<file path="src/rtl/dcache_pkg.sv">
// shared widths and types for a two-way cache of four-word lines addressed by 30-bit word address

package dcache_pkg;

    //////////////////////
    // address and data widths
    //////////////////////

    localparam int tag_w          = 20;
    localparam int index_w        = 8;
    localparam int offset_w       = 2;
    localparam int word_w         = 32;
    localparam int words_per_line = 4;

    localparam int line_w = word_w * words_per_line;   // 128 bits
    localparam int addr_w = tag_w + index_w + offset_w; // word address

    //////////////////////
    // plain vector types
    //////////////////////

    typedef logic [tag_w-1:0]    tag_t;
    typedef logic [index_w-1:0]  index_t;
    typedef logic [offset_w-1:0] offset_t;
    typedef logic [word_w-1:0]   word_t;
    typedef logic [line_w-1:0]   line_t;
    typedef logic [addr_w-1:0]   word_addr_t;          // tag, then index, then offset

    //////////////////////
    // grouped signals
    //////////////////////

    // one way's read port as seen after the array lookup
    typedef struct packed {
        logic  valid;
        logic  dirty;
        tag_t  tag;
        line_t line;
    } way_rd_t;

    typedef struct packed {
        logic       write;                             // 1 = store
        word_addr_t addr;
        word_t      wr_data;
    } cpu_req_t;

    // controls toward the tag and data arrays of both ways
    typedef struct packed {
        logic [1:0]   re;                              // per way
        logic [1:0]   we;                              // per way
        index_t       index;
        offset_t      offset;
        logic [tag_w:0] tag_wd;                        // valid bit over tag
        word_t        word_wd;
        line_t        line_wd;
        logic         line_we;                         // 0 = word at offset only
    } array_ctl_t;

    //////////////////////
    // access FSM
    //////////////////////

    typedef enum logic [2:0] {
        dc_idle,
        dc_access,
        dc_wait_clean,
        dc_wait_dirty,
        dc_merge_write
    } dc_state_t;

endpackage

</file>
<file path="src/rtl/dcache_way_select.sv">
// purely combinational tag compare and victim choice for two ways with lru high meaning way 1

`timescale 1ns/100ps

module dcache_way_select (
    input  dcache_pkg::tag_t    tag,
    input  dcache_pkg::way_rd_t way0,
    input  dcache_pkg::way_rd_t way1,
    input  logic                lru,
    output logic                hit,
    output logic                hit_way,
    output logic                victim_way,
    output logic                victim_dirty
);

    logic hit0;
    logic hit1;
    logic dirty0;
    logic dirty1;

    //////////////////////
    // tag compare
    //////////////////////

    assign hit0 = way0.valid && (way0.tag == tag);
    assign hit1 = way1.valid && (way1.tag == tag);

    assign hit     = hit0 || hit1;
    assign hit_way = !hit0 && hit1;                   // way 0 wins on a double hit

    //////////////////////
    // victim choice
    //////////////////////

    assign dirty0 = way0.valid && way0.dirty;
    assign dirty1 = way1.valid && way1.dirty;

    always_comb begin
        if (!way0.valid) begin
            victim_way = 1'b0;                         // fill empty way 0 first
        end else if (!way1.valid) begin
            victim_way = 1'b1;
        end else begin
            victim_way = lru;                          // both full
        end
    end

    // a miss needs a writeback only if the victim holds modified data
    assign victim_dirty = victim_way ? dirty1 : dirty0;

endmodule

</file>
<file path="src/rtl/dcache_read_path.sv">
// combinational CPU read mux with no register stage so read_data follows its inputs in the same cycle

`timescale 1ns/100ps

module dcache_read_path (
    input  dcache_pkg::line_t   way0_line,
    input  dcache_pkg::line_t   way1_line,
    input  logic                hit_way,
    input  dcache_pkg::line_t   refill_line,
    input  logic                from_refill,
    input  dcache_pkg::offset_t offset,
    output dcache_pkg::word_t   read_data
);

    dcache_pkg::line_t                                 src_line;
    dcache_pkg::word_t [dcache_pkg::words_per_line-1:0] src_words;

    //////////////////////
    // line source
    //////////////////////

    always_comb begin
        if (from_refill) begin
            src_line = refill_line;                    // missed word forwarded from L2
        end else if (hit_way) begin
            src_line = way1_line;
        end else begin
            src_line = way0_line;
        end
    end

    //////////////////////
    // word within line
    //////////////////////

    // word n sits at bits 32n+31 down to 32n
    assign src_words = src_line;

    assign read_data = src_words[offset];

endmodule

</file>
<file path="src/rtl/dcache_ctrl_fsm.sv">
// one access in flight at a time and a single pending miss that waits for one L2 refill strobe

`timescale 1ns/100ps

module dcache_ctrl_fsm (
    input  logic                   clk,
    input  logic                   rst,
    input  logic                   access,
    input  dcache_pkg::cpu_req_t   req,
    input  logic                   hit,
    input  logic                   hit_way,
    input  logic                   victim_way,
    input  logic                   victim_dirty,
    input  logic                   l2_busy,
    input  logic                   l2_grant,
    input  logic                   refill_valid,
    input  dcache_pkg::line_t      refill_line,
    output dcache_pkg::tag_t       lookup_tag,
    output logic                   from_refill,
    output dcache_pkg::offset_t    offset,
    output logic                   miss_stall,
    output logic                   drq,
    output logic                   access_l2_clean,
    output logic                   access_l2_dirty,
    output dcache_pkg::array_ctl_t arr
);

    dcache_pkg::dc_state_t  state;
    dcache_pkg::dc_state_t  state_nxt;
    dcache_pkg::cpu_req_t   req_q;
    dcache_pkg::word_addr_t cur_addr;
    dcache_pkg::index_t     cur_index;
    logic                   victim_q;
    logic                   pending_q;
    logic                   pending_set;
    logic                   pending_clr;
    logic                   latch_req;
    logic                   latch_victim;

    //////////////////////
    // address fields
    //////////////////////

    // incoming request only while idle with no miss outstanding
    assign cur_addr = (state == dcache_pkg::dc_idle && !pending_q) ? req.addr : req_q.addr;

    assign lookup_tag = cur_addr[dcache_pkg::addr_w-1 -: dcache_pkg::tag_w];
    assign cur_index  = cur_addr[dcache_pkg::offset_w +: dcache_pkg::index_w];
    assign offset     = cur_addr[dcache_pkg::offset_w-1:0];

    //////////////////////
    // next state and outputs
    //////////////////////

    always_comb begin
        state_nxt       = state;
        miss_stall      = 1'b0;
        drq             = 1'b0;
        access_l2_clean = 1'b0;
        access_l2_dirty = 1'b0;
        from_refill     = 1'b0;
        latch_req       = 1'b0;
        latch_victim    = 1'b0;
        pending_set     = 1'b0;
        pending_clr     = 1'b0;
        arr.re          = 2'b00;
        arr.we          = 2'b00;
        arr.index       = cur_index;
        arr.offset      = offset;
        arr.tag_wd      = {1'b1, lookup_tag};
        arr.word_wd     = req_q.wr_data;
        arr.line_wd     = refill_line;
        arr.line_we     = 1'b0;
        case (state)
            dcache_pkg::dc_idle: begin
                if (pending_q) begin
                    miss_stall = 1'b1;                 // held until L2 returns the line
                    if (refill_valid) begin
                        arr.we[victim_q] = 1'b1;
                        arr.line_we      = 1'b1;
                        pending_clr      = 1'b1;
                        if (req_q.write) begin
                            state_nxt = dcache_pkg::dc_merge_write;
                        end else begin
                            from_refill = 1'b1;
                            miss_stall  = 1'b0;
                        end
                    end
                end else if (access) begin
                    arr.re    = 2'b11;                 // look up both ways
                    latch_req = 1'b1;
                    state_nxt = dcache_pkg::dc_access;
                end
            end
            dcache_pkg::dc_access: begin
                if (hit) begin
                    state_nxt = dcache_pkg::dc_idle;
                    if (req_q.write) begin
                        arr.we[hit_way] = 1'b1;        // word write into hit way
                    end
                end else begin
                    miss_stall   = 1'b1;
                    drq          = 1'b1;
                    latch_victim = 1'b1;
                    if (!l2_busy) begin
                        if (l2_grant) begin
                            access_l2_dirty = victim_dirty;
                            access_l2_clean = !victim_dirty;
                            pending_set     = 1'b1;
                            state_nxt       = dcache_pkg::dc_idle;
                        end else if (victim_dirty) begin
                            state_nxt = dcache_pkg::dc_wait_dirty;
                        end else begin
                            state_nxt = dcache_pkg::dc_wait_clean;
                        end
                    end
                end
            end
            dcache_pkg::dc_wait_clean,
            dcache_pkg::dc_wait_dirty: begin
                miss_stall = 1'b1;
                drq        = 1'b1;
                if (l2_grant) begin
                    access_l2_clean = (state == dcache_pkg::dc_wait_clean);
                    access_l2_dirty = (state == dcache_pkg::dc_wait_dirty);
                    pending_set     = 1'b1;
                    state_nxt       = dcache_pkg::dc_idle;
                end
            end
            dcache_pkg::dc_merge_write: begin
                arr.we[victim_q] = 1'b1;               // store word over fresh line
                state_nxt        = dcache_pkg::dc_idle;
            end
            default: begin
                state_nxt = dcache_pkg::dc_idle;
            end
        endcase
    end

    //////////////////////
    // registers
    //////////////////////

    always_ff @(posedge clk) begin
        if (rst) begin
            state     <= dcache_pkg::dc_idle;
            pending_q <= 1'b0;
        end else begin
            state <= state_nxt;
            if (pending_set) begin
                pending_q <= 1'b1;
            end else if (pending_clr) begin
                pending_q <= 1'b0;
            end
        end
    end

    always_ff @(posedge clk) begin
        if (latch_req) begin
            req_q <= req;
        end
        if (latch_victim) begin
            victim_q <= victim_way;                    // kept for the refill write
        end
    end

endmodule

</file>
<file path="src/rtl/dcache_ctrl.sv">
// arrays are read one cycle after re and L2 refill arrives as a single refill_valid strobe

`timescale 1ns/100ps

module dcache_ctrl (
    input  logic                   clk,
    input  logic                   rst,
    input  dcache_pkg::cpu_req_t   req,
    input  logic                   access,
    input  dcache_pkg::way_rd_t    way0,
    input  dcache_pkg::way_rd_t    way1,
    input  logic                   lru,
    input  logic                   l2_busy,
    input  logic                   l2_grant,
    input  logic                   refill_valid,
    input  dcache_pkg::line_t      refill_line,
    output dcache_pkg::word_t      read_data,
    output logic                   miss_stall,
    output logic                   drq,
    output logic                   access_l2_clean,
    output logic                   access_l2_dirty,
    output dcache_pkg::array_ctl_t arr
);

    dcache_pkg::tag_t    lookup_tag;
    dcache_pkg::offset_t offset;
    logic                hit;
    logic                hit_way;
    logic                victim_way;
    logic                victim_dirty;
    logic                from_refill;

    //////////////////////
    // lookup and data
    //////////////////////

    dcache_way_select u_way_select (
        .tag          (lookup_tag),
        .way0         (way0),
        .way1         (way1),
        .lru          (lru),
        .hit          (hit),
        .hit_way      (hit_way),
        .victim_way   (victim_way),
        .victim_dirty (victim_dirty)
    );

    dcache_read_path u_read_path (
        .way0_line   (way0.line),
        .way1_line   (way1.line),
        .hit_way     (hit_way),
        .refill_line (refill_line),
        .from_refill (from_refill),
        .offset      (offset),
        .read_data   (read_data)
    );

    //////////////////////
    // control
    //////////////////////

    dcache_ctrl_fsm u_ctrl_fsm (
        .clk             (clk),
        .rst             (rst),
        .access          (access),
        .req             (req),
        .hit             (hit),
        .hit_way         (hit_way),
        .victim_way      (victim_way),
        .victim_dirty    (victim_dirty),
        .l2_busy         (l2_busy),
        .l2_grant        (l2_grant),
        .refill_valid    (refill_valid),
        .refill_line     (refill_line),
        .lookup_tag      (lookup_tag),
        .from_refill     (from_refill),
        .offset          (offset),
        .miss_stall      (miss_stall),
        .drq             (drq),
        .access_l2_clean (access_l2_clean),
        .access_l2_dirty (access_l2_dirty),
        .arr             (arr)
    );

endmodule

</file>
<file path="config.mk">
export PLATFORM = sky130hd
export DESIGN_NAME = dcache_ctrl
export DESIGN_NICKNAME = d
export VERILOG_FILES = /design/src/rtl/dcache_pkg.sv /design/src/rtl/dcache_way_select.sv /design/src/rtl/dcache_read_path.sv /design/src/rtl/dcache_ctrl_fsm.sv /design/src/rtl/dcache_ctrl.sv
export SDC_FILE = /design/constraint.sdc
export NUM_CORES = 1
export LEC_CHECK = 0
export BUFFER_PORTS_ARGS = -buffer_cell sky130_fd_sc_hd__buf_4
export CORE_AREA = 5 5 282 284
export DETAILED_ROUTE_END_ITERATION = 8
export DIE_AREA = 0 0 287 289
export GPL_TIMING_DRIVEN = 0
export HOLD_SLACK_MARGIN = 0.03
export PLACE_DENSITY = 0.34
export SLEW_MARGIN = 25
export SYNTH_ARGS = -nofsm -noshare
export SYNTH_HDL_FRONTEND = slang
export SYNTH_SLANG_ARGS = --single-unit
</file>
<file path="constraint.sdc">
create_clock -name clk -period 7.6 [get_ports clk]
set_input_delay 1.52 -clock clk [delete_from_list [all_inputs] [get_ports clk]]
set_output_delay 1.52 -clock clk [all_outputs]
set_load 0.01 [all_outputs]
</file>
==> results.cfg <==
[yosys]
synth_nets = 1593
ys_types = 54
ys_seq_elements = 68
synthArstFlopShare_pct = 0
synth_top_flop_cell = edfxtp_1
ys_seq_area_share_pct = 23.91
synth_cells = 1095
synth_most_common_cell = buf_4
synthTopCellsByArea = edfxtp_1, buf_4, o21ai_0
synth_edf_count = 64
yosys_warnings = 0
yosys.area.top_type = edfxtp_1
postSynthAreaPerCell_sq_um = 7.645
netlist_area_sq_um = 8372
yosysTopAreaCellShare_pct = 22.96
synthTopCellsByCount = buf_4, nand2_1, o21ai_0

[pwr]
irDropWorstVdd_v = 0.00009092
power_density_nw_per_um2 = 154.8
clkPwrFrac_pct = 16.3
combPwrFrac_pct = 62.8
internal_power_mw = 1.385
p_sw_mw = 1.007
switching_share_pct = 42.10
p_leak_nw = 6.948
p_seq_share_pct = 20.8

[sta]
layout_setup_ws_ns = 0.5679
finalHoldViolations = 0
fin_worst_skew_ns = 0.006375
hold_slack_ns = 0.6875
tightest_slew_ns = 1.092
period_needed_ns = 7.032
rsz0062_at_grt = false
finalSetupViolCount = 0
drv_slew = 0
finalSetupTns_ns = 0
max_slew_margin_pct = 27.23
period_share_pct = 92.53
max_freq_mhz = 142.2

[floorplanning]
die_height_microns = 289
ios = 730
die-area_sq_um = 82940
row_count = 102
die_w_microns = 287
start_util_pct = 10.90
core_sq_um = 76830

[route]
first_pass_iters = 5
ant_nets = 0
drc = 0
drtIter0Drc = 671
vias = 11605
drt-total-wl_microns = 75190
wl_per_cell_microns = 26.05
routed_via_density = 4.020

[critical_path]
r2r_cells = 12
critPathMaxFanout = 10
crit_arrival_ns = 5.51
timing.rr.end = u_ctrl_fsm.state[0]
r2r_setup_slack_ns = 3.79
rr_startpoint = u_ctrl_fsm.state[2]
setup.worst_path.class = input port to primary output
crit_required_ns = 6.08
crit_path_end_kind = primary output
cp-start-kind = input port

[min_path]
worstHoldEndpoint = u_ctrl_fsm.state[2]
hp-start = u_ctrl_fsm.pending_q
hold_path_depth = 3
hold_path_class = flip-flop to flip-flop

[place]
place_hpwl_microns = 64450
dp_cells = 2864
place_area_sq_um = 15170
gp_congestion = 0.8918
post-place-ws_ns = 0.5761
port_buffers = 728

[global_routing]
grt_pass1_wl_microns = 98520
grt_usage_pct = 16.69
antenna_found_initial = 10
grt-ovfl-total = 0
grt_pass1_vias = 12197
grt_max_degree = 37

[cts]
ctsHoldBuffers = 0
htreeDepth = 3
cts.path.max_buffers = 2
clkLatencyLatePin_ns = 0.35
path_clk_slew_ns = 0.06
postCtsSetupBuffers = 0
tritoncts = done
cts_root_buffer = clkbuf_16
cts_made_buffers = 9
cts_sinks = 68
cts_resized = 0

[cells_and_area]
layoutNonFillerInstCount = 2887
fin_area_sq_um = 15450
syn_to_final_growth_pct = 84.59
layout-drive-gt1-share_pct = 52.39
final_nets = 2333

[outcome]
outcome = completed

[run]
maxCapViolations = 0
==> cell families (layout without fill, tap and decap cells) <==
| family | count (synthesis) | after routing | share of synthesized area, % |
|---|---|---|---|
| buffers and inverters | 293 | 1038 | 22.00 |
| muxes | 17 | 17 | 2.257 |
| other | 1 | 8 | 0.04479 |
| and+or+nand+nor | 250 | 250 | 13.35 |
| xor gates and xnor gates | 27 | 27 | 2.825 |
| AOI/OAI and AO/OA | 439 | 439 | 35.62 |
| DFF | 68 | 68 | 23.91 |
==> critical path, cell delays in order <==
cell	delay, ns
buf_4	0.13
xnor2_1	0.25
nand3_1	0.11
mux4_2	0.52
a211oi_1	0.24
nand4_1	0.31
nand2_1	0.19
buf_2	0.37
buf_2	0.47
nand2_1	0.10
a31oi_1	0.82
o31a_1	0.30
buf_4	0.17
==> power groups by stage <==
stage	Combinational (mW)	Clock, mW	Sequential, mW
2_1_floorplan	0.670	0	0.501
5_1_grt	1.61	0.422	0.503
3_3_place_gp	1.52	0	0.512
4_1_cts	1.53	0.407	0.499
6_report	1.50	0.391	0.499
3_5_place_dp	1.52	0	0.506
==> worst max-delay path by stage <==
stage	from	to	slack [ns]	cells after the start
after floorplan	req[47]	read_data[10]	2.52	11
after global placement	req[47]	read_data[31]	0.57	13
after detailed placement	req[47]	read_data[31]	0.58	13
after CTS	req[47]	read_data[31]	0.57	13
after global routing	way0[128]	read_data[31]	0.45	13
final	req[47]	read_data[31]	0.57	13
==> metrics by stage <==
step / total power, mW / util [%]
final: 2.393 / 20.11
after global routing: 2.535 / 20.10
after CTS: 2.433 / 20.09
after detailed placement: 2.026 / 19.74
after global placement: 2.028 / 19.70
after floorplan: 1.171 / -
==> state kept, by name (all words and copies together), names as in the netlist <==
name / flops
u_ctrl_fsm.arr: 32
u_ctrl_fsm.pending_q: 1
u_ctrl_fsm.req_q: 31
u_ctrl_fsm.state: 3
u_ctrl_fsm.victim_q: 1
==> layout by cell type (no fill, tap or decap), types with 5 or more instances in the layout <==
cell type and instances:
nand2_1 175, xor2_1 6, xnor2_1 21, buf_6 6
a211oi_1 68, mux2_2 5, a21boi_0 56, buf_4 909
a21oi_1 8, a21boi_1 10, a31oi_1 66, nand3_1 6
nor2b_1 15, o221ai_1 34, clkbuf_16 9, o2111ai_1 5
buf_2 14, nor2_1 11, diode_2 7, o21ai_0 134
mux2i_1 11, edfxtp_1 64, nand2b_1 15, clkbuf_1 49
o31a_1 32, nand4_1 7, inv_1 35, clkbuf_2 6
nor3_1 5
==> routing by layer <==
metal,global-route usage (%),share of wire (%),vias to the layer above
li1,-,-,5370
met1,20.65,41,5610
met2,30.43,51,574
met3,3.674,7.3,49
met4,2.352,1.2,2
met5,0,0.017,-
==> cell type report <==
cell class	instances	area, sq um
Clock buffer	9	225.2
Tap cell	1040	1301
Inverter	35	131.4
Buffer	258	1718
Clock inverter	7	42.54
Timing Repair Buffer	729	5485
Fill cell	8812	61380
Multi-Input combinational cell	734	4531
Antenna cell	7	17.52
Sequential cell	68	2002
(Power assumes the default switching activity.)
